## src/rtl/sa_skid_buffer.sv

```systemverilog
`default_nettype none

module sa_skid_buffer #(
  parameter type beat_t = logic [7:0]
) (
  input  logic  clk,
  input  logic  rst_n,

  input  logic  in_valid,
  output logic  in_ready,
  input  beat_t in_data,

  output logic  out_valid,
  input  logic  out_ready,
  output beat_t out_data
);

  logic  skid_valid_q;
  beat_t skid_data_q;
  logic  in_fire;
  logic  out_free;

  // Output register may take a new beat this cycle
  assign out_free = ~out_valid | out_ready;
  assign in_fire  = in_valid & in_ready;

  // Ready comes straight from the skid flag
  assign in_ready = ~skid_valid_q;

  always_ff @(posedge clk or negedge rst_n) begin
    if (!rst_n) begin
      out_valid    <= 1'b0;
      skid_valid_q <= 1'b0;
    end else if (out_free) begin
      out_valid    <= skid_valid_q | in_fire;
      skid_valid_q <= 1'b0;
    end else if (in_fire) begin
      // Output stalled, park the beat
      skid_valid_q <= 1'b1;
    end
  end

  always_ff @(posedge clk) begin
    if (out_free) begin
      // Skid entry is older than anything on the input
      if (skid_valid_q) begin
        out_data <= skid_data_q;
      end else begin
        out_data <= in_data;
      end
    end
    if (!out_free && in_fire) begin
      skid_data_q <= in_data;
    end
  end

endmodule

`default_nettype wire

```

## config.mk

```make
export PLATFORM = sky130hd
export DESIGN_NAME = sa_skid_buffer
export DESIGN_NICKNAME = d
export VERILOG_FILES = /design/src/rtl/sa_skid_buffer.sv
export SDC_FILE = /design/constraint.sdc
export NUM_CORES = 1
export LEC_CHECK = 0
export BUFFER_PORTS_ARGS = -buffer_cell sky130_fd_sc_hd__buf_4
export CAP_MARGIN = 20
export CORE_MARGIN = 10
export CORE_UTILIZATION = 25
export CTS_CLUSTER_DIAMETER = 80
export DETAILED_ROUTE_END_ITERATION = 10
export MAX_ROUTING_LAYER = met4
export PLACE_DENSITY = 0.54
export SLEW_MARGIN = 0
export SYNTH_ARGS = -nofsm -noshare
export SYNTH_HDL_FRONTEND = slang
export SYNTH_SLANG_ARGS = --single-unit
```

## constraint.sdc

```tcl
create_clock -name clk -period 4.1 [get_ports clk]
set_input_delay 0.41 -clock clk [delete_from_list [all_inputs] [get_ports clk]]
set_output_delay 0.41 -clock clk [all_outputs]
set_load 0.02 [all_outputs]
```

==> impl_metrics.py, run 1 <==
metrics = {
    "clock_network": {
        "cts_setup_buffers": 0,
        "insertion_delay_ps": 280,
        "h-tree-depth": 1,
        "numCtsBuffers": 3,
        "cts_resized": 0,
        "cts_hold_buffers": 1,
        "clock_sinks": 18,
        "clk_pin_slew_ps": 90,
        "cts-root-buf": "clkbuf_4",
        "clock_path_buffers": 2,
        "tritoncts": "built",
    },
    "job": {
        "maxCapViolCount": 0,
    },
    "route": {
        "post-route-drc-count": 0,
        "post_drt_wl_per_cell_um": 13.2,
        "drtIter0Drc": 4,
        "drtAntennaViolNets": 0,
        "detail_route.vias_per_cell": 3.93,
        "firstDrtPassIters": 2,
        "vias": 354,
        "wl_um": 1190,
    },
    "grt": {
        "grt-ovfl-total": 0,
        "grt_pass1_wl_um": 1920,
        "antenna_found_initial": 0,
        "grt_usage": 0.0488,
        "grt_start_max_net_pins": 12,
        "grt_pass1_vias": 424,
    },
    "finish": {
        "n_fill_cell": 282,
        "area_growth_pct": 33.0,
        "final_cell_mix": "buf_4 (22), edfxtp_1 (16), mux2_4 (7)",
        "final_area_um2": 923,
        "n_antenna_cell": 0,
        "layout_commonest_cell": "buf_4",
        "layout-drive-gt1-share": 0.576,
        "fin_nets": 72,
    },
    "setup_path": {
        "cp_max_fo": 11,
        "required_ps": 4100,
        "worstPathArrival_ps": 1760,
        "ff2ff_setup_slack_ps": 2340,
        "setup.worst_path.start_class": "flop",
        "critPathKind": "reg2reg",
        "cp_slowest_cell": "nor3b_1",
        "endpoint_kind": "flop",
        "max_stage_delay_ps": 640,
        "worstPathCellList": "nor3b_1, buf_4",
    },
    "place": {
        "io_buffers": 21,
        "gp_congestion": 0.617,
        "postPlaceCellArea_um2": 887,
    },
    "power_and_ir_drop": {
        "ir_drop_mv": 0.178,
        "power.density_mw_per_mm2": 393,
        "power.static_leakage_nw": 0.376,
    },
    "sta": {
        "finalCriticalPeriod_ps": 1760,
        "fin_setup_tns_ps": 0,
        "hold_viol_final": 0,
        "slew_headroom": 0.557,
        "setup_viol": 0,
        "rsz0062_at_grt": "false",
        "fmax_mhz": 569,
        "worst_slew_pin_slew_ps": 663,
        "slew_violations": 0,
        "finalCritPeriodShare": 0.428,
        "clock_skew_ps": 7.47,
    },
    "logic_synthesis": {
        "ys_ff_latch": 18,
        "syn-mean-instance-area_um2": 21.0,
        "syn_inst": 33,
        "syn_nets": 45,
        "ys_types": 10,
        "syn_area_um2": 694,
        "synth.yosys.warnings": 0,
        "ys_seq_area_frac": 0.764,
    },
    "die": {
        "die_area_mm2": 0.00529,
        "die_w_um": 72.7,
        "num_io_pins": 22,
        "core_mm2": 0.00271,
        "num_rows": 19,
        "chipHeight_um": 72.7,
        "start_util": 0.256,
    },
    "run_status": {
        "outcome": "finished, final reports clean",
    },
    "hold_path": {
        "hold_path_class": "in2reg",
    },
}
## kinds of logic (layout without fill, tap and decap cells)
group                  after synthesis  after routing  share of synthesized area
DFF                                 18             18                      0.764
muxes                                8              8                      0.168
and+or+nand+nor                      5              5                     0.0468
buffers and inverters                2             28                     0.0216
## synth_stat cells
cell / number / area, um2
edfxtp_1: 16 / 480
mux2_4: 7 / 105
dfrtp_1: 2 / 50.1
nor2_1: 2 / 7.51
buf_6: 1 / 11.3
inv_1: 1 / 3.75
mux2_2: 1 / 11.3
nand2_1: 1 / 3.75
nand2b_4: 1 / 13.8
nor3b_1: 1 / 7.51
## routing by layer
metal,routed length (um),up-vias,share of wire,track usage
met4,6,0,0.0050,0.0253
met5,0,-,0,-
li1,-,174,-,-
met1,466,166,0.39,0.0502
met2,602,12,0.51,0.0713
met3,115,2,0.097,0.0299
## critical path: cells and delay by family (launching register included)
family,cells,cell delay (ps)
AND/OR/NAND/NOR,1,640
buffers and inverters,1,260
flip-flops,1,580
## stage by stage
step	worst slack (ps)	hold WS, ps	std cells	utilization	power, mW
detailed placement	2220	195	85	0.327	0.283
finish	2340	310	90	0.341	0.363
CTS	2330	294	90	0.341	0.372
global route	2220	290	90	0.341	0.382
global placement	2220	194	85	0.327	0.283
floorplan	2390	114	33	-	0.256
## flip-flops by register name, summed over array words and instances, names as in the netlist
signal,count
skid_data_q,8
out_valid,1
skid_valid_q,1
out_data,8
## cell type report
class                   count  area (um2)  share of cell area
clock buffers               4        26.3              0.0285
inverters                   1        3.75             0.00407
multi-input cells          13         149               0.161
well taps                  31        38.8              0.0420
repair buffers             23         175               0.190
flip-flops and latches     18         531               0.575
## final timing paths
| check | startpoint | to | depth (start not counted) |
|---|---|---|---|
| max | skid_valid_q | skid_data_q[4] | 2 |
| min | in_data[1] | skid_data_q[1] | 1 |
| max reg2reg | skid_valid_q | skid_data_q[4] | 2 |
| min reg2reg | skid_data_q[3] | out_data[3] | 1 |
| max in group asynchronous | rst_n | out_valid | 2 |
| min in group asynchronous | rst_n | skid_valid_q | 2 |
## report_power, final
group	switching, mW	leakage (nW)	internal (mW)
registers	0.00739	0.177	0.215
logic	0.0249	0.185	0.0310
clock network	0.0475	0.0150	0.0377
Note: power is estimated with default switching activity, not from simulation.
==> run 2: changes to the inputs <==
Clock period 4.1 ns to 1.8 ns, I/O delays scaled along.
==> impl_metrics.py, run 2 (synthesis gave the netlist of run 1 again) <==
metrics = {
    "run_status": {
        "outcome": "finished, final reports clean",
    },
    "clock_network": {
        "tritoncts": "built",
        "numCtsBuffers": 3,
        "clock_path_buffers": 2,
        "clock_sinks": 18,
        "insertion_delay_ps": 280,
        "cts-root-buf": "clkbuf_4",
        "cts_setup_buffers": 0,
        "cts_resized": 0,
        "cts_hold_buffers": 1,
        "clk_pin_slew_ps": 100,
        "h-tree-depth": 1,
    },
    "grt": {
        "grt_start_max_net_pins": 12,
        "antenna_found_initial": 0,
        "grt_pass1_vias": 411,
        "grt-ovfl-total": 0,
        "grt_usage": 0.0494,
        "grt_pass1_wl_um": 1920,
    },
    "finish": {
        "final_area_um2": 931,
        "fin_cells": 91,
        "layout-drive-gt1-share": 0.583,
        "final_cell_mix": "buf_4 (23), edfxtp_1 (16), mux2_4 (7)",
        "reg.largest.list": "out_data x8, skid_data_q x8",
        "multiInputGateArea_um2": 149,
        "n_antenna_cell": 0,
        "fin_util": 0.343,
        "area_growth_pct": 34.1,
        "fin_nets": 73,
        "layout_commonest_cell": "buf_4",
        "regArea_um2": 531,
        "n_fill_cell": 277,
    },
    "place": {
        "gp_congestion": 0.616,
        "dp_hpwl_um": 947,
        "io_buffers": 21,
        "dpl.cell_count": 86,
        "postPlaceCellArea_um2": 895,
    },
    "setup_path": {
        "worstPathCellList": "inv_1, buf_4",
        "cp_slowest_cell": "dfrtp_1",
        "endpoint_kind": "primary output",
        "worstPathArrival_ps": 1240,
        "critPathKind": "reg2out",
        "max_stage_delay_ps": 680,
        "required_ps": 1620,
        "setup.worst_path.start_class": "flop",
        "cp_max_fo": 11,
    },
    "sta": {
        "slew_violations": 0,
        "finalCritPeriodShare": 0.788,
        "clock_skew_ps": 1.70,
        "hold_slack_ps": 77.9,
        "hold_viol_final": 0,
        "fmax_mhz": 705,
        "setup_viol": 0,
        "fin_setup_tns_ps": 0,
        "finalCriticalPeriod_ps": 1420,
        "worst_slew_pin_slew_ps": 513,
        "slew_headroom": 0.658,
        "rsz0062_at_grt": "false",
    },
    "power_and_ir_drop": {
        "power.static_leakage_nw": 0.382,
        "power.density_mw_per_mm2": 899,
        "ir_drop_mv": 0.503,
    },
    "hold_path": {
        "hold_path_class": "in2reg",
    },
    "route": {
        "vias": 364,
        "firstDrtPassIters": 2,
        "detail_route.vias_per_cell": 4.00,
        "drtAntennaViolNets": 0,
        "drtIter0Drc": 6,
        "wl_um": 1200,
        "post_drt_wl_per_cell_um": 13.2,
        "post-route-drc-count": 0,
    },
    "die": {
        "chipHeight_um": 72.7,
        "num_io_pins": 22,
        "core_mm2": 0.00271,
        "num_rows": 19,
        "die_w_um": 72.7,
        "start_util": 0.256,
        "die_area_mm2": 0.00529,
    },
    "job": {
        "maxCapViolCount": 0,
    },
}
-- run 2: area by class of cell --
cell class | count | share of cell area
multi-input cells | 13 | 0.160
flip-flops and latches | 18 | 0.570
well taps | 31 | 0.0417
clock buffers | 4 | 0.0282
inverters | 1 | 0.00403
repair buffers | 24 | 0.196
-- run 2: power breakdown --
part	leakage [nW]	switching (mW)	internal, mW
sequential	0.177	0.0160	0.489
clock	0.0150	0.116	0.0860
combinational	0.190	0.0577	0.0721
total	0.382	0.189	0.647
-- run 2: routing by layer --
layer,vias up,routed length [um],track usage
li1,177,-,-
met1,175,489,0.0509
met2,12,623,0.0742
met3,0,86,0.0272
met4,0,0,0.0253
met5,-,0,-
-- run 2: critical path, delay by kind of cell, from the launching register on --
| family | cells | cell delay [ps] |
|---|---|---|
| buffers and inverters | 2 | 280 |
| DFF | 1 | 680 |
-- run 2: worst paths after layout --
check / start / to / slack [ps] / cells after the start
min in group asynchronous: rst_n / out_valid / 210 / 2
worst max-delay path: skid_valid_q / in_ready / 380 / 2
max in group asynchronous: rst_n / skid_valid_q / 1510 / 2
worst max register to register: skid_valid_q / skid_data_q[0] / 420 / 2
worst min register to register: skid_data_q[4] / out_data[4] / 550 / 1
worst min-delay path: in_data[5] / skid_data_q[5] / 80 / 1
-- run 2: per-stage QoR --
stage                     total power [mW]  worst slack (ps)
after floorplan                      0.584              92.6
after global placement               0.646               444
after detailed placement             0.647               407
after CTS                            0.852               354
after global routing                 0.880               284
final                                0.837               381
