## src/rtl/sa_geom_pkg.sv

```systemverilog
`default_nettype none

package sa_geom_pkg;

  // Array shape
  localparam int unsigned R = 4;
  localparam int unsigned C = 4;

  // Operand widths
  localparam int unsigned WX = 8;
  localparam int unsigned WK = 8;
  localparam int unsigned WY = 32;
  localparam int unsigned WA = 32;

  // Element types
  typedef logic signed [WX-1:0] pix_t;
  typedef logic signed [WK-1:0] wgt_t;
  typedef logic signed [WY-1:0] acc_t;
  typedef logic signed [WA-1:0] psum_t;

  // Finished results of one row, one accumulator per column
  typedef acc_t [C-1:0] acc_row_t;

  // Column counter of the drain
  typedef logic [$clog2(C)-1:0] col_idx_t;

endpackage

`default_nettype wire

```

## src/rtl/sa_stream_pkg.sv

```systemverilog
`default_nettype none

package sa_stream_pkg;

  // Pixel stream, one value per row
  typedef struct packed {
    sa_geom_pkg::pix_t [sa_geom_pkg::R-1:0] pix;
    logic                                   last;
  } pix_beat_t;

  // Weight stream, one value per column
  typedef struct packed {
    sa_geom_pkg::wgt_t [sa_geom_pkg::C-1:0] wgt;
    logic                                   last;
  } wgt_beat_t;

  // Joined beat broadcast to every row
  typedef struct packed {
    sa_geom_pkg::pix_t [sa_geom_pkg::R-1:0] pix;
    sa_geom_pkg::wgt_t [sa_geom_pkg::C-1:0] wgt;
    logic                                   last;
  } step_t;

  // Partial sums added to one output column
  typedef struct packed {
    sa_geom_pkg::psum_t [sa_geom_pkg::R-1:0] psum;
  } psum_beat_t;

  // One output column, element r belongs to row r
  typedef struct packed {
    sa_geom_pkg::acc_t [sa_geom_pkg::R-1:0] data;
    logic                                   last;
  } out_beat_t;

endpackage

`default_nettype wire

```

## src/rtl/sa_drain.sv

```systemverilog
`default_nettype none

module sa_drain (
  input  logic                       clk,
  input  logic                       rst_n,

  input  logic                       tile_end,
  input  sa_geom_pkg::acc_row_t      row_acc [sa_geom_pkg::R],
  output logic                       tile_free,

  input  logic                       psum_valid,
  output logic                       psum_ready,
  input  sa_stream_pkg::psum_beat_t  psum_data,

  output logic                       out_valid,
  input  logic                       out_ready,
  output sa_stream_pkg::out_beat_t   out_data
);

  sa_geom_pkg::acc_row_t tile_q [sa_geom_pkg::R];
  logic                  buf_valid_q;
  sa_geom_pkg::col_idx_t col_q;
  logic                  last_col;
  logic                  col_fire;

  assign last_col = (col_q == sa_geom_pkg::col_idx_t'(sa_geom_pkg::C - 1));

  // Column joined with one partial-sum beat
  assign out_valid  = buf_valid_q & psum_valid;
  assign psum_ready = buf_valid_q & out_ready;
  assign col_fire   = out_valid & out_ready;

  // Busy from the capture cycle until the last column leaves
  assign tile_free = ~buf_valid_q & ~tile_end;

  always_ff @(posedge clk or negedge rst_n) begin
    if (!rst_n) begin
      buf_valid_q <= 1'b0;
      col_q       <= '0;
    end else if (tile_end) begin
      buf_valid_q <= 1'b1;
      col_q       <= '0;
    end else if (col_fire) begin
      if (last_col) begin
        buf_valid_q <= 1'b0;
        col_q       <= '0;
      end else begin
        col_q <= col_q + 1'b1;
      end
    end
  end

  // Snapshot of all rows, rows are free to start the next tile
  always_ff @(posedge clk) begin
    if (tile_end) begin
      tile_q <= row_acc;
    end
  end

  // Partial sum cut to WY bits, sum wraps modulo 2^WY
  always_comb begin
    out_data.last = last_col;
    for (int r = 0; r < sa_geom_pkg::R; r++) begin
      out_data.data[r] = $signed(tile_q[r][col_q])
                       + $signed(psum_data.psum[r][sa_geom_pkg::WY-1:0]);
    end
  end

endmodule

`default_nettype wire

```

## config.mk

```make
export PLATFORM = sky130hd
export DESIGN_NAME = sa_drain
export DESIGN_NICKNAME = d
export VERILOG_FILES = /design/src/rtl/sa_geom_pkg.sv /design/src/rtl/sa_stream_pkg.sv /design/src/rtl/sa_drain.sv
export SDC_FILE = /design/constraint.sdc
export NUM_CORES = 1
export LEC_CHECK = 0
export BUFFER_PORTS_ARGS = -buffer_cell sky130_fd_sc_hd__buf_2
export CELL_PAD_IN_SITES_DETAIL_PLACEMENT = 1
export CELL_PAD_IN_SITES_GLOBAL_PLACEMENT = 1
export CORE_AREA = 10 10 293 295
export DETAILED_ROUTE_END_ITERATION = 10
export DIE_AREA = 0 0 303 305
export PLACE_DENSITY_LB_ADDON = 0.08
export RECOVER_POWER = 25
export SYNTH_ARGS = -nofsm -noshare
export SYNTH_HDL_FRONTEND = slang
export SYNTH_SLANG_ARGS = --single-unit
```

## constraint.sdc

```tcl
create_clock -name clk -period 4.9 [get_ports clk]
set_input_delay 0.245 -clock clk [delete_from_list [all_inputs] [get_ports clk]]
set_output_delay 0.245 -clock clk [all_outputs]
set_load 0.01 [all_outputs]
```

==> flow_summary.toml, run 1 <==
[outcome]
status = "completed"

[sta]
max_freq_ghz = 0.214
min_period_ns = 4.68
relSlewSlack_pct = 33.8
finalCritPeriodShare_pct = 95.5
tightest_slew_ns = 0.992
setup_viol = 0
setup_slack_ns = 0.222
drv_slew = 0
hold_viol = 0
fin_skew_ns = 0.0000774

[cells_and_area]
layout-drive-gt1-share_pct = 34.3
syn_to_final_growth_pct = 51.4
nets = 3695
final-instance-count-excl-fill = 4075

[floorplan]
coreArea_um2 = 79900
start_util_pct = 31.1
ioPinCount = 777
die_width_um = 303
rows = 104
die_h_um = 305
dieArea_um2 = 92400

[clocking]
htreeDepth = 2
max-clock-path-buffers = 3
cts_made_buffers = 59
clkTransAtPathRegs_ns = 0.06
cts_num_sinks = 515
cts_tree = "built"
clock_latency_ns = 0.61
clockRootBuffer = "clkbuf_16"

[route]
drcViolationCount = 0
wirelength_mm = 104
via_per_inst = 4.89
avgRoutedWirePerCell_um = 25.4
postRouteAntennaNets = 0
first_pass_iters = 7
via_count = 19924
drtIter0Drc = 995

[global_route]
grt_max_degree = 128
grt_util_met1_pct = 23.1
use_met2_pct = 38.6
grt_pass1_vias = 22590
top_usage_layer = "met2"
grtUsageTotal_pct = 21.7
grt.met3_usage_pct = 6.09
grt_first_pass_wirelength_mm = 150
antenna_found_initial = 58
overflow = 0

[yosys]
syn_area_um2 = 24800
synth_fp_nets = 2350
ys_seq_elements = 515
ys.flop_type = "edfxtp_1"
yosysWarnings = 0
synth_seq_area_share_pct = 62.2
netlist_instances = 1576
synthDistinctLibCells = 63
synth_edf_count = 512
async_reset_ff_share_pct = 0.583
syn-mean-instance-area_um2 = 15.8

[setup_path]
start_kind = "flop"
critical_path_required_ns = 4.66
cp_slowest_stage_delay_ns = 0.50
path_class = "flop to output port"
crit_fanout = 8
r2r_slack_ns = 2.73
crit_arrival_ns = 4.43
path_cells = "buf_12 > mux4_2 > ha_1 > fa_2 > a211oi_2 > o21ai_1 > a211o_1 > and4_4 > o31a_1 > or2_4 > a31oi_2 > xnor2_1 > buf_2"
reg2reg_from = "col_q[1]$_DFFE_PN0P_"
endpoint_kind = "output port"
r2r-end = "buf_valid_q$_DFFE_PN0P_"
r2r_cells = 5
crit_slowest_cell = "mux4_2"

[place]
io_buffers = 776
dp_hpwl_mm = 77.5
post-place-ws_ns = 0.476
finalWeightedCongestion = 0.860
place_inst = 3387

[power]
powerDensity_nw_per_um2 = 357
power.leakage_uw = 0.0149
ir_drop_mv = 0.275

[hold_path]
hold_class = "primary input to async pin"

[run]
max_cap_violations = 0
## final cells by class
type | instances | area (um2)
multi-input cells | 992 | 9240
inverters | 20 | 75.1
well taps | 1060 | 1330
repair buffers | 1333 | 9460
clock buffers | 69 | 1560
clock inverters | 41 | 349
diodes | 45 | 113
fillers | 8285 | 42300
flip-flops and latches | 515 | 15500
## per-stage QoR
| stage | TNS (ns) | power [uW] | util, % | cell area (um2) | hold WS, ns |
|---|---|---|---|---|---|
| 4_1_cts | 0 | 13500 | 46.7 | 37300 | 0.0627 |
| 3_5_place_dp | 0 | 8680 | 37.7 | 30100 | 0.0541 |
| 2_1_floorplan | 0 | 7130 | - | 24800 | -0.0506 |
| 3_3_place_gp | 0 | 8650 | 37.7 | 30100 | 0.0536 |
| 6_report | 0 | 13400 | 47.0 | 37600 | 0.115 |
| 5_1_grt | -0.0707 | 14000 | 47.0 | 37600 | 0.0949 |
## synth_stat cells, drive strengths merged (20+ instances only)
| cell | instances | share of area [%] |
|---|---|---|
| xnor2 | 77 | 2.7 |
| inv | 20 | 0.30 |
| edfxtp | 512 | 62 |
| ha | 125 | 6.3 |
| a21o | 53 | 1.6 |
| a31oi | 20 | 0.50 |
| a21oi | 119 | 2.4 |
| xor2 | 40 | 1.4 |
| mux4 | 128 | 12 |
| o21ai | 68 | 1.4 |
| nand3 | 24 | 0.48 |
| nor2 | 58 | 0.88 |
| clkbuf | 35 | 0.53 |
| nand2 | 84 | 1.3 |
## cell usage in the layout (no fill, tap or decap), types with 18 or more instances in the layout
cell,Yosys,routed
edfxtp_1,512,512
a21oi_1,119,115
diode_2,0,45
ha_1,125,120
xor2_1,40,40
nand2_1,84,84
nand3_1,24,24
xnor2_1,77,77
o21ai_0,67,62
inv_1,20,20
dlygate4sd3_1,0,515
buf_2,13,718
clkbuf_16,0,61
o21a_1,18,18
nor2_1,58,58
buf_4,1,26
clkbuf_1,35,61
mux4_2,128,128
a21o_1,53,53
## routing by layer
layer	part of all wire (%)	up-vias
li1	-	9114
met1	36	9854
met2	52	688
met3	7.0	240
met4	5.2	28
met5	0.17	-
## worst max-delay path by stage
stage                    startpoint       endpoint  cells past startpoint
4_1_cts        col_q[0]$_DFFE_PN0P_  out_data[125]                     13
2_1_floorplan  col_q[0]$_DFFE_PN0P_  out_data[127]                     15
3_5_place_dp   col_q[0]$_DFFE_PN0P_   out_data[31]                     12
3_3_place_gp   col_q[0]$_DFFE_PN0P_   out_data[23]                     12
6_report       col_q[0]$_DFFE_PN0P_   out_data[31]                     13
5_1_grt        col_q[0]$_DFFE_PN0P_  out_data[125]                     13
## kinds of logic (layout without fill, tap and decap cells)
kind of cell             count (synthesis)  in the layout  share of synthesized area (%)
multiplexers                           129            129                           11.7
other                                    0             45                              0
AO/OA/AOI/OAI                          363            363                           9.35
buffers and inverters                   69           1463                           1.12
XOR/XNOR                               117            117                           4.13
AND/OR/NAND/NOR                        254            254                           4.88
flip-flops                             515            515                           62.2
adder cells (fa/ha/maj)                129            129                           6.62
## where the power goes
group / total (uW) / switching, uW / internal [uW]
combinational: 3650 / 2020 / 1640
sequential: 5350 / 108 / 5240
clock: 4420 / 1850 / 2570
total: 13400 / 3980 / 9440
## worst max-delay path: cells and delay by family (launching register included)
family | cells | cell delay, ns
adders and majority gates | 2 | 0.65
buffers and inverters | 2 | 0.32
xor gates and xnor gates | 1 | 0.15
and+or+nand+nor | 2 | 0.48
muxes | 1 | 0.50
DFF | 1 | 0.45
AOI/OAI and AO/OA | 5 | 1.24
## state kept, by name, indices dropped and copies added (netlist names)
signal       cells
tile_q         512
buf_valid_q      1
col_q            2
## what timing repair did
item,in CTS,in global routing
buffers inserted,5,13
pin swaps,0,5
setup endpoints to repair,18,24
hold buffers,515,0
endpoints found under the hold margin,516,0
resized for setup,4,37
Power figures use the tool's default switching activity.
==> run 2, diff against run 1 <==
--- a/config.mk
+++ b/config.mk
@@ -8,9 +8,9 @@
 export BUFFER_PORTS_ARGS = -buffer_cell sky130_fd_sc_hd__buf_2
 export CELL_PAD_IN_SITES_DETAIL_PLACEMENT = 1
 export CELL_PAD_IN_SITES_GLOBAL_PLACEMENT = 1
-export CORE_AREA = 10 10 293 295
+export CORE_AREA = 10 10 292 294
 export DETAILED_ROUTE_END_ITERATION = 10
-export DIE_AREA = 0 0 303 305
+export DIE_AREA = 0 0 302 304
 export PLACE_DENSITY_LB_ADDON = 0.08
 export RECOVER_POWER = 25
 export SYNTH_ARGS = -nofsm -noshare
==> constraint.sdc (replaced) <==
create_clock -name clk -period 5.6 [get_ports clk]
set_input_delay 0.28 -clock clk [delete_from_list [all_inputs] [get_ports clk]]
set_output_delay 0.28 -clock clk [all_outputs]
set_load 0.01 [all_outputs]
==> run 2 against run 1 <==
Combinational power fell by 15%. Sequential power is 13% lower. Final cell count down 0.44%. Largest cell class unchanged. Wire length is 1.9% lower. Sequential share of layout area increased by 0.45 points. Global-route usage shrank 0.28 points.
==> flow_summary.toml, run 2 (synthesis results as in run 1) <==
[outcome]
status = "completed"

[setup_path]
cp_num_buf_inv = 2
r2r-end = "buf_valid_q$_DFFE_PN0P_"
start_kind = "flop"
critical_path_required_ns = 5.32
cp_slowest_stage_delay_ns = 0.88
crit_arrival_ns = 4.99
reg2reg_from = "col_q[0]$_DFFE_PN0P_"
r2r_slack_ns = 2.53
crit_top_cell = "o21ai_0"
path_cells = "buf_4 > mux4_2 > ha_1 > o21ai_0 > o21bai_1 > o21ai_1 > o41ai_1 > a31oi_1 > o21ai_0 > a21oi_1 > xnor2_1 > buf_2"
crit_slowest_cell = "dfrtp_4"
r2r_cells = 8
path_class = "flop to output port"
critical-path-top-delay-family = "compound AO/OA/AOI/OAI gates"
endpoint_kind = "output port"
crit_fanout = 32

[sta]
setup_viol = 0
rsz0062_at_grt = "no"
hold_viol = 0
relSlewSlack_pct = 37.6
hold_slack_ns = 0.267
finalCritPeriodShare_pct = 94.2
min_period_ns = 5.27
drv_slew = 0
tightest_slew_ns = 0.937
max_freq_ghz = 0.190
fin_skew_ns = 0.00489
fin_tns_setup_ns = 0

[cells_and_area]
nets = 3672
layout_commonest_cell = "buf_2"
regMostFlops = "tile_q"
syn_to_final_growth_pct = 49.7
post-route-cell-area_um2 = 37200
layout-drive-gt1-share_pct = 32.3
largest_register_ffs = 512
finish.utilization_pct = 46.7
reg.largest.list = "tile_q: 512 flops, col_q: 2 flops, buf_valid_q: 1 flops"
layout_common_cells = "buf_2, dlygate4sd3_1, edfxtp_1"

[global_route]
grt_max_degree = 122
grtUsageTotal_pct = 21.4
grt_first_pass_wirelength_mm = 147
overflow = 0
antenna_found_initial = 65
grt_pass1_vias = 22319

[clocking]
htreeDepth = 2
post_cts_buffers = 0
clkTransAtPathRegs_ns = 0.06
cts_num_sinks = 515
clock_latency_ns = 0.62
cts_made_buffers = 58
max-clock-path-buffers = 3
clockRootBuffer = "clkbuf_16"
cts_tree = "built"

[hold_path]
hold_class = "primary input to flop"
hold_path_depth = 1
hp-start = "tile_end"
whs_endpoint = "tile_q[151]$_DFFE_PP_"

[place]
dp_hpwl_mm = 76.0
finalWeightedCongestion = 0.838
place_area_um2 = 30100
io_buffers = 776

[power]
p_int_uw = 8170
pwr-share-clk_pct = 32.7
powerDensity_nw_per_um2 = 311
p_sw_uw = 3380
ir_drop_mv = 0.246
combPwrFrac_pct = 26.8
p_sw_share_pct = 29.2
power.share.sequential_pct = 40.5
power.leakage_uw = 0.0147

[floorplan]
dieArea_um2 = 91800
die_h_um = 304
coreArea_um2 = 79600
start_util_pct = 31.2
ioPinCount = 777
die_width_um = 302
rows = 104

[route]
avgRoutedWirePerCell_um = 25.1
wirelength_mm = 102
drcViolationCount = 0
first_pass_iters = 5
via_per_inst = 4.87
drtIter0Drc = 1062
postRouteAntennaNets = 0
via_count = 19774

[run]
max_cap_violations = 0
==> run 2: changes by cell type in the layout (fill, tap and decap cells not counted), moves of 3 or more <==
cell | before | now
buf_6 | 5 | 0
ha_1 | 120 | 125
buf_4 | 26 | 11
a21oi_1 | 115 | 118
clkinv_2 | 17 | 8
clkinvlp_4 | 3 | 0
clkbuf_1 | 61 | 79
a31oi_1 | 17 | 20
ha_2 | 4 | 0
diode_2 | 45 | 52
buf_2 | 718 | 712
clkbuf_2 | 4 | 1
a31oi_2 | 3 | 0
==> run 2: timing repair <==
item	4_1_cts	5_1_grt
endpoints found under the hold margin	516	0
hold buffers	516	0
endpoints found under the setup margin	0	6
resized for setup	0	6
==> run 2: cell type report <==
cell class | instances | area (um2)
Antenna cell | 52 | 130
Multi-Input combinational cell | 992 | 9100
Clock inverter | 27 | 248
Tap cell | 1060 | 1330
Sequential cell | 515 | 15500
Timing Repair Buffer | 1311 | 9230
Inverter | 20 | 75.1
Clock buffer | 80 | 1600
Fill cell | 8345 | 42500
==> run 2: metrics by stage <==
step | instances | total power [uW] | setup slack, ns
3_3_place_gp | 3382 | 7530 | 0.868
6_report | 4057 | 11600 | 0.327
2_1_floorplan | 1576 | 6230 | 1.17
3_5_place_dp | 3382 | 7560 | 0.808
4_1_cts | 4005 | 11700 | 0.0798
5_1_grt | 4049 | 12100 | 0.00382
==> run 2: worst max path at each step <==
stage	startpoint	to	slack, ns	depth (start not counted)
CTS	col_q[0]$_DFFE_PN0P_	out_data[127]	0.08	13
global placement	col_q[0]$_DFFE_PN0P_	out_data[127]	0.87	13
floorplan	col_q[0]$_DFFE_PN0P_	out_data[127]	1.17	15
detailed placement	col_q[0]$_DFFE_PN0P_	out_data[127]	0.81	13
finish	col_q[1]$_DFFE_PN0P_	out_data[89]	0.33	12
global route	col_q[0]$_DFFE_PN0P_	out_data[125]	0.004	13
==> run 2: power groups by stage <==
stage / clock, uW / combinational, uW / sequential, uW
3_5_place_dp: 0 / 2810 / 4760
3_3_place_gp: 0 / 2790 / 4740
4_1_cts: 3880 / 3130 / 4680
2_1_floorplan: 0 / 1530 / 4700
6_report: 3780 / 3100 / 4680
5_1_grt: 4040 / 3350 / 4700
==> run 2: per-layer routing <==
layer	vias up	share of wire (%)	track usage (%)
li1	9074	-	-
met1	9778	36	22.9
met5	-	0.19	0
met4	30	4.0	9.43
met2	678	52	38.4
met3	214	7.4	6.30
