[src/rtl/sa_geom_pkg.sv]
`default_nettype none

package sa_geom_pkg;

  // Array shape
  localparam int unsigned R = 4;
  localparam int unsigned C = 4;

  // Operand widths
  localparam int unsigned WX = 8;
  localparam int unsigned WK = 8;
  localparam int unsigned WY = 32;
  localparam int unsigned WA = 32;

  // Element types
  typedef logic signed [WX-1:0] pix_t;
  typedef logic signed [WK-1:0] wgt_t;
  typedef logic signed [WY-1:0] acc_t;
  typedef logic signed [WA-1:0] psum_t;

  // Finished results of one row, one accumulator per column
  typedef acc_t [C-1:0] acc_row_t;

  // Column counter of the drain
  typedef logic [$clog2(C)-1:0] col_idx_t;

endpackage

`default_nettype wire

[src/rtl/sa_stream_pkg.sv]
`default_nettype none

package sa_stream_pkg;

  // Pixel stream, one value per row
  typedef struct packed {
    sa_geom_pkg::pix_t [sa_geom_pkg::R-1:0] pix;
    logic                                   last;
  } pix_beat_t;

  // Weight stream, one value per column
  typedef struct packed {
    sa_geom_pkg::wgt_t [sa_geom_pkg::C-1:0] wgt;
    logic                                   last;
  } wgt_beat_t;

  // Joined beat broadcast to every row
  typedef struct packed {
    sa_geom_pkg::pix_t [sa_geom_pkg::R-1:0] pix;
    sa_geom_pkg::wgt_t [sa_geom_pkg::C-1:0] wgt;
    logic                                   last;
  } step_t;

  // Partial sums added to one output column
  typedef struct packed {
    sa_geom_pkg::psum_t [sa_geom_pkg::R-1:0] psum;
  } psum_beat_t;

  // One output column, element r belongs to row r
  typedef struct packed {
    sa_geom_pkg::acc_t [sa_geom_pkg::R-1:0] data;
    logic                                   last;
  } out_beat_t;

endpackage

`default_nettype wire

[src/rtl/sa_mac_row.sv]
`default_nettype none

module sa_mac_row #(
  parameter int unsigned ROW = 0
) (
  input  logic                  clk,
  input  logic                  rst_n,

  input  logic                  step_en,
  input  sa_stream_pkg::step_t  step,

  output sa_geom_pkg::acc_row_t acc
);

  sa_geom_pkg::acc_t prod [sa_geom_pkg::C];
  logic              first_q;

  // This row's pixel against every weight of the beat
  always_comb begin
    for (int c = 0; c < sa_geom_pkg::C; c++) begin
      prod[c] = $signed(step.pix[ROW]) * $signed(step.wgt[c]);
    end
  end

  // Set after reset and after a last step, so the next tile starts clean
  always_ff @(posedge clk or negedge rst_n) begin
    if (!rst_n) begin
      first_q <= 1'b1;
    end else if (step_en) begin
      first_q <= step.last;
    end
  end

  // Results stay put between steps for the drain to pick up
  always_ff @(posedge clk) begin
    if (step_en) begin
      for (int c = 0; c < sa_geom_pkg::C; c++) begin
        if (first_q) begin
          acc[c] <= prod[c];
        end else begin
          acc[c] <= acc[c] + prod[c];
        end
      end
    end
  end

endmodule

`default_nettype wire

[config.mk]
export PLATFORM = sky130hd
export DESIGN_NAME = sa_mac_row
export DESIGN_NICKNAME = d
export VERILOG_FILES = /design/src/rtl/sa_geom_pkg.sv /design/src/rtl/sa_stream_pkg.sv /design/src/rtl/sa_mac_row.sv
export SDC_FILE = /design/constraint.sdc
export NUM_CORES = 1
export LEC_CHECK = 0
export BUFFER_PORTS_ARGS = -buffer_cell sky130_fd_sc_hd__buf_2
export CAP_MARGIN = 20
export CORE_AREA = 3 3 249 251
export DETAILED_ROUTE_END_ITERATION = 12
export DIE_AREA = 0 0 252 254
export PLACE_DENSITY = 0.61
export SYNTH_ARGS = -nofsm -noshare
export SYNTH_HDL_FRONTEND = slang
export SYNTH_SLANG_ARGS = --single-unit
[constraint.sdc]
create_clock -name clk -period 5.6 [get_ports clk]
set_input_delay 0 -clock clk [delete_from_list [all_inputs] [get_ports clk]]
set_output_delay 0 -clock clk [all_outputs]
set_load 0.02 [all_outputs]
==> results of run 1 <==
## cell usage after synthesis (12+ instances only)
| library cell | count | area share, % |
|---|---|---|
| sky130_fd_sc_hd__mux2_2 | 17 | 0.91 |
| sky130_fd_sc_hd__o21a_1 | 14 | 0.50 |
| sky130_fd_sc_hd__and3_1 | 13 | 0.39 |
| sky130_fd_sc_hd__xor2_1 | 64 | 2.7 |
| sky130_fd_sc_hd__nand2_1 | 177 | 3.2 |
| sky130_fd_sc_hd__nor3_1 | 22 | 0.52 |
| sky130_fd_sc_hd__and2_1 | 178 | 5.3 |
| sky130_fd_sc_hd__nor2_1 | 58 | 1.0 |
| sky130_fd_sc_hd__o211ai_1 | 12 | 0.43 |
| sky130_fd_sc_hd__nand3_1 | 21 | 0.50 |
| sky130_fd_sc_hd__inv_1 | 373 | 6.7 |
| sky130_fd_sc_hd__xnor2_1 | 109 | 4.5 |
| sky130_fd_sc_hd__o21bai_1 | 24 | 0.86 |
| sky130_fd_sc_hd__clkbuf_1 | 57 | 1.0 |
| sky130_fd_sc_hd__a211oi_1 | 19 | 0.68 |
| sky130_fd_sc_hd__a21oi_1 | 128 | 3.1 |
| sky130_fd_sc_hd__nand2b_1 | 16 | 0.48 |
| sky130_fd_sc_hd__a21o_1 | 55 | 2.0 |
| sky130_fd_sc_hd__ha_1 | 240 | 14 |
| sky130_fd_sc_hd__fa_1 | 224 | 21 |
| sky130_fd_sc_hd__o21ai_1 | 17 | 0.41 |
| sky130_fd_sc_hd__edfxtp_1 | 128 | 18 |
| sky130_fd_sc_hd__o21ai_0 | 136 | 3.2 |
| sky130_fd_sc_hd__nor2b_1 | 35 | 1.0 |
| sky130_fd_sc_hd__nand4_1 | 16 | 0.48 |
| sky130_fd_sc_hd__or3_1 | 12 | 0.36 |
| sky130_fd_sc_hd__o31ai_1 | 14 | 0.50 |
## worst paths after layout
| kind | endpoint | from | cells after the start |
|---|---|---|---|
| setup / recovery | acc[62]$_DFFE_PP_ | step[40] | 28 |
| hold / removal | acc[32]$_DFFE_PP_ | step[33] | 3 |
| setup reg to reg | acc[62]$_DFFE_PP_ | acc[32]$_DFFE_PP_ | 14 |
| hold reg to reg | acc[32]$_DFFE_PP_ | acc[32]$_DFFE_PP_ | 2 |
| max in group asynchronous | first_q$_DFFE_PN1P_ | rst_n | 3 |
| min in group asynchronous | first_q$_DFFE_PN1P_ | rst_n | 3 |
## registers in the layout (all words and copies together), names as in the netlist
signal   cells
first_q      1
acc        128
## stage by stage
stage / cell area [sq um] / utilization (%)
after detailed placement: 26250 / 43.65
after global routing: 28750 / 47.80
final: 28750 / 47.81
after global placement: 26250 / 43.65
after CTS: 27280 / 45.36
after floorplan: 21450 / -
## what timing repair did
| action | CTS | global route |
|---|---|---|
| cloned | 1 | 2 |
| endpoints found under the setup margin | 29 | 61 |
| endpoints found under the hold margin | 2 | 0 |
| gates resized for setup | 60 | 216 |
| hold buffers | 3 | 0 |
| pin swaps | 31 | 116 |
| buffers inserted | 16 | 45 |
## critical path: cells and delay by family
kind	cells	cell delay, ns
AOI/OAI and AO/OA	11	2.12
buffers and inverters	8	0.77
and+or+nand+nor	3	0.47
adders and majority gates	6	2.55
## cells by family after synthesis
group | Yosys count | share of synthesized area, %
buffers and inverters | 436 | 7.805
AOI/OAI and AO/OA | 507 | 15.71
xor gates and xnor gates | 173 | 7.221
adders and majority gates | 464 | 35.68
and+or+nand+nor | 572 | 14.14
muxes | 19 | 1.008
DFF | 129 | 18.44
## cell type report
cell class | instances | share of cell area (%)
diodes | 3 | 0.02611
multi-input cells | 1736 | 59.24
well taps | 782 | 3.404
clock buffers | 17 | 1.480
flip-flops and latches | 129 | 13.47
inverters | 374 | 4.883
repair buffers | 654 | 16.90
clock inverters | 13 | 0.5919
## metal layers
| layer | global-route usage [%] | share of wire [%] | vias to the layer above |
|---|---|---|---|
| met5 | 0 | 0.055 | - |
| met4 | 5.999 | 2.4 | 6 |
| met3 | 3.142 | 3.3 | 86 |
| met2 | 31.78 | 50 | 318 |
| met1 | 22.56 | 44 | 9014 |
| li1 | - | - | 8968 |
==> impl_summary.txt, run 1 <==
----------------------------------------------------
[Cells and area]
  Total of fill cells in the finished design ... 5608
  Count of nets after finishing ... 3444
  Fraction of layout cells with a size suffix above 1 ... 33.08%
  Commonest cells after routing, fill and taps aside ... sky130_fd_sc_hd__buf_4 (447), sky130_fd_sc_hd__inv_1 (352), sky130_fd_sc_hd__fa_1 (214)
  Non-filler cells, final ... 3708
  Area added between synthesis and finish ... 37.00%
  Leading cell type in the layout, fill and taps excluded ... sky130_fd_sc_hd__buf_4
  Area taken by multi-input logic gates ... 17030 sq um
  Area taken by flip-flops and latches ... 3874 sq um

[Clock network]
  Worst-case clock buffer depth ... 2
  Clock tree from TritonCTS ... built
  Clock latency on the worst-skew pair ... 0.48 ns
  Register clock-pin slew on the reported worst setup and hold paths ... 0.06 ns
  Number of levels in the clock H-tree ... 4
  Clk Tree Root Cell ... sky130_fd_sc_hd__clkbuf_16
  Cts bufs inserted ... 17
  Number of clock sinks ... 129

[Routing]
  Number of iterations in the first detailed-routing pass ... 5
  Mean routed wirelength per cell ... 15.78 um
  Routed wire length ... 58510 um
  Via Count ... 18390
  Count of antenna-violating nets left after detailed routing ... 0
  Initial drt markers ... 766
  Number of design rule violations left after detail routing ... 0
  Drt via density ... 4.960

[Yosys]
  Ys Warns ... 0
  Share of synthesized flip-flops with an asynchronous set or reset ... 0.7752%
  Cell variety after synth ... 75
  Number of enable-type register cells in the synthesized netlist ... 128
  Number of instances in the synthesized netlist ... 2300
  Synthesized area ... 20980 sq um
  Most instantiated flip-flop cell in the synthesis netlist ... sky130_fd_sc_hd__edfxtp_1
  Synthesized area per cell ... 9.123 sq um
  Post-Synthesis Net Count ... 2832
  Share of the yosys chip area belonging to registers ... 18.44%
  Total of flip-flops plus latches after synthesis ... 129

[Floorplan]
  CORE AREA ... 60130 sq um
  Area enclosed by the die boundary ... 64010 sq um
  Standard-cell row count ... 90
  Vertical die dimension ... 254 um
  Die X ... 252 um
  Count of pins on the block boundary ... 196
  Initial cell density of the core ... 34.90%

[Worst hold path]
  Worst hold path type ... in2reg

[Placement]
  Placed Cells ... 3609
  Detailed-placement wirelength estimate ... 45410 um
  Buffers added on ports ... 171
  Setup WS pre-CTS ... -0.8473 ns
  Final GP Congestion ... 0.8859

[GRT]
  Global-route wire length before repair ... 94620 um
  Final global-route overflow total ... 0
  Global-route usage over all layers ... 18.10%
  Antenna violations before repair ... 6
  Largest net degree at the start of global routing ... 112
  Via count of the first global-routing pass ... 19260

[Worst setup path]
  Largest fanout on the critical path ... 10
  Most numerous cell on the critical path ... sky130_fd_sc_hd__fa_1
  Register-to-register path setup slack ... 2.17 ns
  Arrival @ worst endpoint ... 5.93 ns
  Worst Setup End Kind ... register
  WP data required ... 5.82 ns
  Slowest Stage Delay on Critical Path ... 0.52 ns
  Worst setup path class ... in2reg
  Category of the worst setup path launch point ... input port
  Critical-path cell with the highest stage delay ... sky130_fd_sc_hd__fa_1

[Outcome]
  Result of the run ... finished with violations
  Failing checks ... negative setup slack

[STA]
  Min Clock Period, post-route ... 5.708 ns
  Worst-case clock skew ... 0.01259 ns
  Fmax ... 175.2 MHz
  Max-slew headroom ... 44.01%
  Worst Hold Margin ... 0.08415 ns
  Final setup margin ... -0.1085 ns
  Slew at the pin closest to its max-slew limit ... 0.8398 ns
  Setup TNS Final ... -0.2268 ns
  Share of the clock period used by the worst path ... 101.9%
  Max-slew violation total from the final report ... 0
  Final setup violation count ... 6
  Final hold violations ... 0
  Unrepaired setup endpoints after global routing ... yes

[Flow run]
  Maximum capacitance violations ... 0

----------------------------------------------------
Power of run 1 is left out: the tool's default activity adds up to more than one toggle a clock period on the data nets, which glitch-free logic cannot reach.
==> inputs of run 2 (changes only) <==
- CAP_MARGIN: 20 -> not set
- GPL_TIMING_DRIVEN: not set -> 0
- clock period: 5.6 -> 6.04 ns (I/O delays scaled with it)
==> run 2 against run 1 <==
Against the previous run: the flow now finishes without violations; non-clock buffer count shrank 364; register-to-register slack lost 0.76 ns; count of clock-buffer cells in the layout is 2 higher; critical path type unchanged; critical endpoint is now acc[60]$_DFFE_PP_.
==> impl_summary.txt, run 2 (synthesis results as in run 1) <==
----------------------------------------------------
[Outcome]
  Result of the run ... completed

[Worst setup path]
  Critical-path cell with the highest stage delay ... sky130_fd_sc_hd__fa_1
  Register-to-register path setup slack ... 1.41 ns (-0.76 ns)
  First element of the critical path ... step[36]
  Largest fanout on the critical path ... 10 (unchanged)
  Register-to-Register Path Depth ... 7 (-7)
  R2r startpoint ... first_q$_DFFE_PN1P_
  Arrival @ worst endpoint ... 6.11 ns (+0.18 ns)
  Cell depth of the worst setup path ... 28 (unchanged)
  Most numerous cell on the critical path ... sky130_fd_sc_hd__fa_1
  WP data required ... 6.22 ns (+0.40 ns)
  End of the worst register-to-register path ... acc[89]$_DFFE_PP_
  Slowest Stage Delay on Critical Path ... 0.54 ns (+0.02 ns)
  Worst setup path class ... in2reg
  Worst Setup End Kind ... register
  Worst Setup EP ... acc[60]$_DFFE_PP_
  Buffers plus inverters on the worst setup path ... 7 (-1)
  CP top delay family ... adder cells
  Category of the worst setup path launch point ... input port

[Floorplan]
  Standard-cell row count ... 90 (unchanged)
  Initial cell density of the core ... 34.90% (unchanged)
  Die X ... 252 um (unchanged)
  Area enclosed by the die boundary ... 64010 sq um (unchanged)
  Vertical die dimension ... 254 um (unchanged)
  Count of pins on the block boundary ... 196 (unchanged)
  CORE AREA ... 60130 sq um (unchanged)

[GRT]
  Final global-route overflow total ... 0 (unchanged)
  GRT busiest layer ... met2
  Via count of the first global-routing pass ... 17620 (-8.5%)
  Routing usage on met2 ... 31.34% (-0.44 points)
  GR Layer Usage met1 ... 23.10% (+0.53 points)
  Global-route wire length before repair ... 91910 um (-2.9%)
  Antenna violations before repair ... 13 (+7)
  Global-route usage over all layers ... 18.11% (about the same)
  Largest net degree at the start of global routing ... 87 (-22%)
  Met3 Track Usage GR ... 3.367% (+0.23 points)

[Cells and area]
  Fraction of layout cells with a size suffix above 1 ... 18.43% (-15 points)
  Area added between synthesis and finish ... 19.61%
  Count of nets after finishing ... 3080 (-11%)
  Area taken by multi-input logic gates ... 16460 sq um (-3.4%)
  Number of flip-flops under the largest register name ... 128 (unchanged)
  Biggest registers after layout ... acc (128), first_q (1)
  Leading cell type in the layout, fill and taps excluded ... sky130_fd_sc_hd__inv_1
  Final Instance Area ... 25100 sq um (-13%)
  Total of fill cells in the finished design ... 5982 (+6.7%)
  Area taken by flip-flops and latches ... 3870 sq um (about the same)
  Commonest cells after routing, fill and taps aside ... sky130_fd_sc_hd__inv_1 (370), sky130_fd_sc_hd__fa_1 (217), sky130_fd_sc_hd__ha_1 (203)
  Most flop-heavy register ... acc

[Worst hold path]
  Worst hold path type ... in2reg

[STA]
  Slew at the pin closest to its max-slew limit ... 1.295 ns (+0.4550 ns)
  Setup TNS Final ... 0 ns (+0.2268 ns)
  Max-slew headroom ... 13.68% (-30 points)
  Worst-case clock skew ... 0.01113 ns (-0.001458 ns)
  Final setup margin ... 0.1148 ns (+0.2233 ns)
  Max-slew violation total from the final report ... 0 (unchanged)
  Fmax ... 168.8 MHz
  Unrepaired setup endpoints after global routing ... yes
  Final setup violation count ... 0 (-6)
  Min Clock Period, post-route ... 5.925 ns
  Final hold violations ... 0 (unchanged)
  Share of the clock period used by the worst path ... 98.10%

[Clock network]
  Number of levels in the clock H-tree ... 4 (unchanged)
  Clock latency on the worst-skew pair ... 0.47 ns (about the same)
  Cts bufs inserted ... 17 (unchanged)
  Clk Tree Root Cell ... sky130_fd_sc_hd__clkbuf_16
  Number of clock sinks ... 129 (unchanged)
  Clock tree from TritonCTS ... built
  Worst-case clock buffer depth ... 2 (unchanged)
  Register clock-pin slew on the reported worst setup and hold paths ... 0.06 ns (about the same)

[Placement]
  Detailed-placement wirelength estimate ... 45450 um (about the same)
  Setup WS pre-CTS ... -1.518 ns (-0.6711 ns)
  Buffers added on ports ... 171 (unchanged)
  Placed standard-cell area ... 22930 sq um (-13%)
  Final GP Congestion ... 0.8730 (-1.5%)

[Routing]
  Drt via density ... 5.205 (+4.9%)
  Count of antenna-violating nets left after detailed routing ... 0 (unchanged)
  Via Count ... 17430 (-5.3%)
  Routed wire length ... 59000 um (+0.84%)
  Number of iterations in the first detailed-routing pass ... 5 (unchanged)
  Mean routed wirelength per cell ... 17.62 um (+12%)
  Number of design rule violations left after detail routing ... 0 (unchanged)
  Initial drt markers ... 866 (+13%)

[Flow run]
  Maximum capacitance violations ... 0 (unchanged)

----------------------------------------------------
[run 2: metal layers]
layer	part of all wire [%]	vias up
met5	0.14	-
met3	5.5	89
met1	43	8659
met4	2.5	14
li1	-	8241
met2	49	423
[run 2: what timing repair did]
item / CTS / global route
setup endpoints to repair: 65 / 51
buffers inserted: 20 / 40
hold buffers: 4 / 0
gates cloned: 0 / 2
pin swaps: 26 / 75
resized for setup: 89 / 182
endpoints found under the hold margin: 46 / 0
[run 2: how the worst min path moves through the flow]
stage                         from  cells after the start                   to
after floorplan              rst_n                      0  first_q$_DFFE_PN1P_
after global placement       rst_n                      1  first_q$_DFFE_PN1P_
after detailed placement     rst_n                      1  first_q$_DFFE_PN1P_
after CTS                 step[25]                      3    acc[96]$_DFFE_PP_
after global routing      step[25]                      3    acc[96]$_DFFE_PP_
final                     step[17]                      3    acc[64]$_DFFE_PP_
[run 2: tightest hold or removal path, delay by kind of cell]
| family | cells | cell delay (ns) |
|---|---|---|
| simple gates | 1 | 0.17 |
| buf+inv | 1 | 0.16 |
| mux | 1 | 0.14 |
[run 2: through the flow]
stage	instances	util [%]	hold slack, ns
after floorplan	2300	-	-0.1478
after global placement	3253	38.07	-0.04509
after detailed placement	3254	38.13	-0.04982
after CTS	3308	39.96	0.1050
after global routing	3346	41.73	0.1458
final	3348	41.74	0.1229
[run 2: area by class of cell]
cell class                      instances  area share, %
Clock buffer                           19          1.725
Buffer                                 54          1.481
Tap cell                              782          3.898
Antenna cell                            5        0.04985
Timing Repair Buffer                  236          5.683
Inverter                              374          5.593
Sequential cell                       129          15.42
Multi-Input combinational cell       1736          65.58
Clock inverter                         13         0.5733
Power of run 2 is left out for the same reason.
==> inputs of run 3 (changes only) <==
- ABC_AREA: not set -> 1
- CORE_AREA: 3 3 249 251 -> 3 3 228 230
- DIE_AREA: 0 0 252 254 -> 0 0 231 233
- PLACE_DENSITY: 0.61 -> 0.75
==> run 3 against run 2 <==
Against the previous run: hold slack worse by 0.080 ns; highest routed layer unchanged; sequential share of layout area down 0.74 points; clock skew about the same; cell count up 32%; routed wire length up 22%; critical path depth down 4; setup slack better by 0.10 ns.
==> impl_summary.txt, run 3 <==
----------------------------------------------------
[STA]
  Share of the clock period used by the worst path ... 96.41% (-1.7 points)
  Final hold violations ... 0 (unchanged)
  Slew at the pin closest to its max-slew limit ... 1.357 ns (+0.06218 ns)
  Max-slew violation total from the final report ... 0 (unchanged)
  Unrepaired setup endpoints after global routing ... yes
  Final setup violation count ... 0 (unchanged)
  Max-slew headroom ... 9.534% (-4.1 points)
  Worst-case clock skew ... 0.01084 ns (-0.0002881 ns)
  Min Clock Period, post-route ... 5.823 ns (-0.1018 ns)
  Fmax ... 171.7 MHz (+1.7%)

[Worst setup path]
  Register-to-Register Path Depth ... 12 (+5)
  Worst Setup EP ... acc[116]$_DFFE_PP_
  End of the worst register-to-register path ... acc[108]$_DFFE_PP_
  Category of the worst setup path launch point ... input port
  Buffers plus inverters on the worst setup path ... 5 (-2)
  Register-to-register path setup slack ... 3.28 ns (+1.87 ns)
  Largest fanout on the critical path ... 18 (+8)
  Critical-path cell with the highest stage delay ... sky130_fd_sc_hd__fa_1
  CP top delay family ... adder cells
  Cells traversed along the worst timing path ... buf_2, clkbuf_1, nor2_1, fa_1, fa_1, inv_1, fa_1, inv_1, fa_1, ha_1, a21oi_1, a21boi_0, nand3_1, nand3_1, nand2_2, inv_4, ha_1, a21oi_1, o21ai_0, a21oi_1, nand3_1, or2_2, nand3_1, nand2_1
  R2r startpoint ... acc[96]$_DFFE_PP_
  Slowest Stage Delay on Critical Path ... 0.55 ns (about the same)
  WP data required ... 6.28 ns (+0.06 ns)
  First element of the critical path ... step[39]
  Arrival @ worst endpoint ... 6.06 ns (-0.05 ns)
  Worst Setup End Kind ... register
  Worst setup path class ... in2reg
  Cell depth of the worst setup path ... 24 (-14%)

[Floorplan]
  CORE AREA ... 50070 sq um (-17%)
  Area enclosed by the die boundary ... 53820 sq um (-16%)
  Count of pins on the block boundary ... 196 (unchanged)
  Standard-cell row count ... 82 (-8.9%)
  Initial cell density of the core ... 48.02% (+13 points)
  Die X ... 231 um (-8.3%)
  Vertical die dimension ... 233 um (-8.3%)

[Routing]
  Via Count ... 22740 (+30%)
  Number of iterations in the first detailed-routing pass ... 5 (unchanged)
  Mean routed wirelength per cell ... 16.32 um (-7.4%)
  Number of design rule violations left after detail routing ... 0 (unchanged)
  Initial drt markers ... 1972 (+130%)
  Drt via density ... 5.158 (-0.90%)
  Routed wire length ... 71950 um (+22%)
  Count of antenna-violating nets left after detailed routing ... 0 (unchanged)

[Placement]
  Detailed-placement wirelength estimate ... 59070 um (+30%)
  Placed Cells ... 4360 (+34%)
  Final GP Congestion ... 0.9893 (+13%)
  Buffers added on ports ... 142 (-17%)

[Yosys]
  Synthesized area per cell ... 6.782 sq um (-26%)
  Number of instances in the synthesized netlist ... 3545 (+54%)
  Post-Synthesis Net Count ... 4077 (+44%)
  Most instantiated flip-flop cell in the synthesis netlist ... sky130_fd_sc_hd__edfxtp_1
  Synthesized area ... 24040 sq um (+15%)
  Main area contributors after synthesis ... sky130_fd_sc_hd__fa_1 (19%), sky130_fd_sc_hd__edfxtp_1 (16%), sky130_fd_sc_hd__nand2_1 (16%), sky130_fd_sc_hd__ha_1 (12%), sky130_fd_sc_hd__inv_1 (12%)
  Number of enable-type register cells in the synthesized netlist ... 128 (unchanged)
  Most numerous cell in the Yosys netlist ... sky130_fd_sc_hd__nand2_1
  Area share of the largest cell type after synthesis ... 18.65% (-2.7 points)
  Cell variety after synth ... 41 (-45%)
  Most used standard cells in the synthesized netlist ... sky130_fd_sc_hd__nand2_1 (1020), sky130_fd_sc_hd__inv_1 (800), sky130_fd_sc_hd__nor2_1 (257)
  Share of the yosys chip area belonging to registers ... 16.10% (-2.3 points)
  Total of flip-flops plus latches after synthesis ... 129 (unchanged)
  Ys Warns ... 0 (unchanged)
  Area leader, netlist ... sky130_fd_sc_hd__fa_1
  Share of synthesized flip-flops with an asynchronous set or reset ... 0.7752% (unchanged)

[GRT]
  Final global-route overflow total ... 0 (unchanged)
  Global-route usage over all layers ... 26.93% (+8.8 points)
  Global-route wire length before repair ... 112900 um (+23%)
  Antenna violations before repair ... 15 (+2)
  Via count of the first global-routing pass ... 21550 (+22%)
  Largest net degree at the start of global routing ... 95 (+9.2%)

[Outcome]
  Result of the run ... completed

[Worst hold path]
  Worst hold path type ... in2reg

[Cells and area]
  Most flop-heavy register ... acc
  Area added between synthesis and finish ... 9.628%
  Leading cell type in the layout, fill and taps excluded ... sky130_fd_sc_hd__nand2_1
  Commonest cells after routing, fill and taps aside ... sky130_fd_sc_hd__nand2_1 (1019), sky130_fd_sc_hd__inv_1 (800), sky130_fd_sc_hd__nor2_1 (257)
  Biggest registers after layout ... acc (128), first_q (1)
  Number of flip-flops under the largest register name ... 128 (unchanged)
  Fraction of layout cells with a size suffix above 1 ... 7.300% (-11 points)
  Total of fill cells in the finished design ... 5071 (-15%)
  Count of nets after finishing ... 4245 (+38%)
  Non-filler cells, final ... 4408 (+32%)

[Clock network]
  Cts bufs inserted ... 17 (unchanged)
  Clock tree from TritonCTS ... built
  Worst-case clock buffer depth ... 2 (unchanged)
  Clk Tree Root Cell ... sky130_fd_sc_hd__clkbuf_16
  Clock latency on the worst-skew pair ... 0.49 ns (+0.02 ns)
  # Post-CTS Setup Buffers ... 0 (-100%)
  Number of levels in the clock H-tree ... 4 (unchanged)
  Number of clock sinks ... 129 (unchanged)
  Register clock-pin slew on the reported worst setup and hold paths ... 0.06 ns (about the same)

[Flow run]
  Maximum capacitance violations ... 0 (unchanged)

----------------------------------------------------
==> run 3: cell types whose count changed after synthesis, moves of 22 or more <==
cell,change
sky130_fd_sc_hd__nand2_1,+843
sky130_fd_sc_hd__a21o_1,-51
sky130_fd_sc_hd__inv_1,+427
sky130_fd_sc_hd__o21ai_0,+22
sky130_fd_sc_hd__nand3_1,+175
sky130_fd_sc_hd__xor2_1,-37
sky130_fd_sc_hd__xnor2_1,-68
sky130_fd_sc_hd__a21oi_1,+55
sky130_fd_sc_hd__nand4_1,+23
sky130_fd_sc_hd__nor2_1,+199
sky130_fd_sc_hd__and2_1,-171
sky130_fd_sc_hd__nor2b_1,-35
==> run 3: tightest hold or removal path, cell delays in order <==
cell,delay [ns]
sky130_fd_sc_hd__clkbuf_2,0.16
sky130_fd_sc_hd__nand2_1,0.13
sky130_fd_sc_hd__o21ai_0,0.07
==> run 3: final cells by class <==
cell class              count  area, sq um  area share, %
well taps                 672        840.8          3.190
diodes                     10        25.02        0.09494
clock inverters            15        172.7         0.6551
plain buffers              77        376.6          1.429
inverters                 804         3025          11.48
repair buffers            149        804.5          3.052
flip-flops and latches    129         3870          14.68
clock buffers              17        425.4          1.614
multi-input cells        2535        16820          63.80
==> run 3: metal layers <==
layer	GRT usage [%]	vias up	wire, um	part of all wire, %
li1	-	11310	-	-
met4	11.27	6	2740	3.8
met1	35.51	10420	31260	43
met2	42.80	849	32170	45
met5	0	-	44	0.061
met3	6.036	149	5728	8.0
==> run 3: worst min path at each step <==
stage,start,end,slack (ns),cells after the start
global placement,rst_n,first_q$_DFFE_PN1P_,-0.07,1
global route,step[9],acc[32]$_DFFE_PP_,0.06,3
finish,step[9],acc[32]$_DFFE_PP_,0.04,3
floorplan,rst_n,first_q$_DFFE_PN1P_,-0.15,0
detailed placement,rst_n,first_q$_DFFE_PN1P_,-0.06,1
CTS,step[1],acc[0]$_DFFE_PP_,0.006,3
==> run 3: what timing repair did <==
item,CTS,global route
setup endpoints to repair,15,53
hold buffers,6,0
hold endpoints to repair,36,0
gates resized for setup,3,34
==> run 3: cell families after synthesis <==
family	after synthesis	share of synthesized area, %
buf+inv	881	14.04
flops	129	16.10
xor+xnor	68	2.477
compound gates	399	8.847
fa+ha+maj	464	31.14
simple gates	1604	27.40
==> run 3: stage by stage <==
step	area, sq um	setup WS (ns)	utilization [%]	hold WS [ns]	TNS, ns
2_1_floorplan	24040	0.7491	-	-0.1478	0
3_3_place_gp	25590	-0.7179	51.12	-0.06572	-19.28
3_5_place_dp	25630	-0.7664	51.18	-0.06159	-24.06
4_1_cts	26290	0.01728	52.51	0.006409	0
5_1_grt	26340	-0.06786	52.62	0.06304	-0.06786
6_report	26360	0.2166	52.64	0.04327	0
Power of run 3 is left out for the same reason.
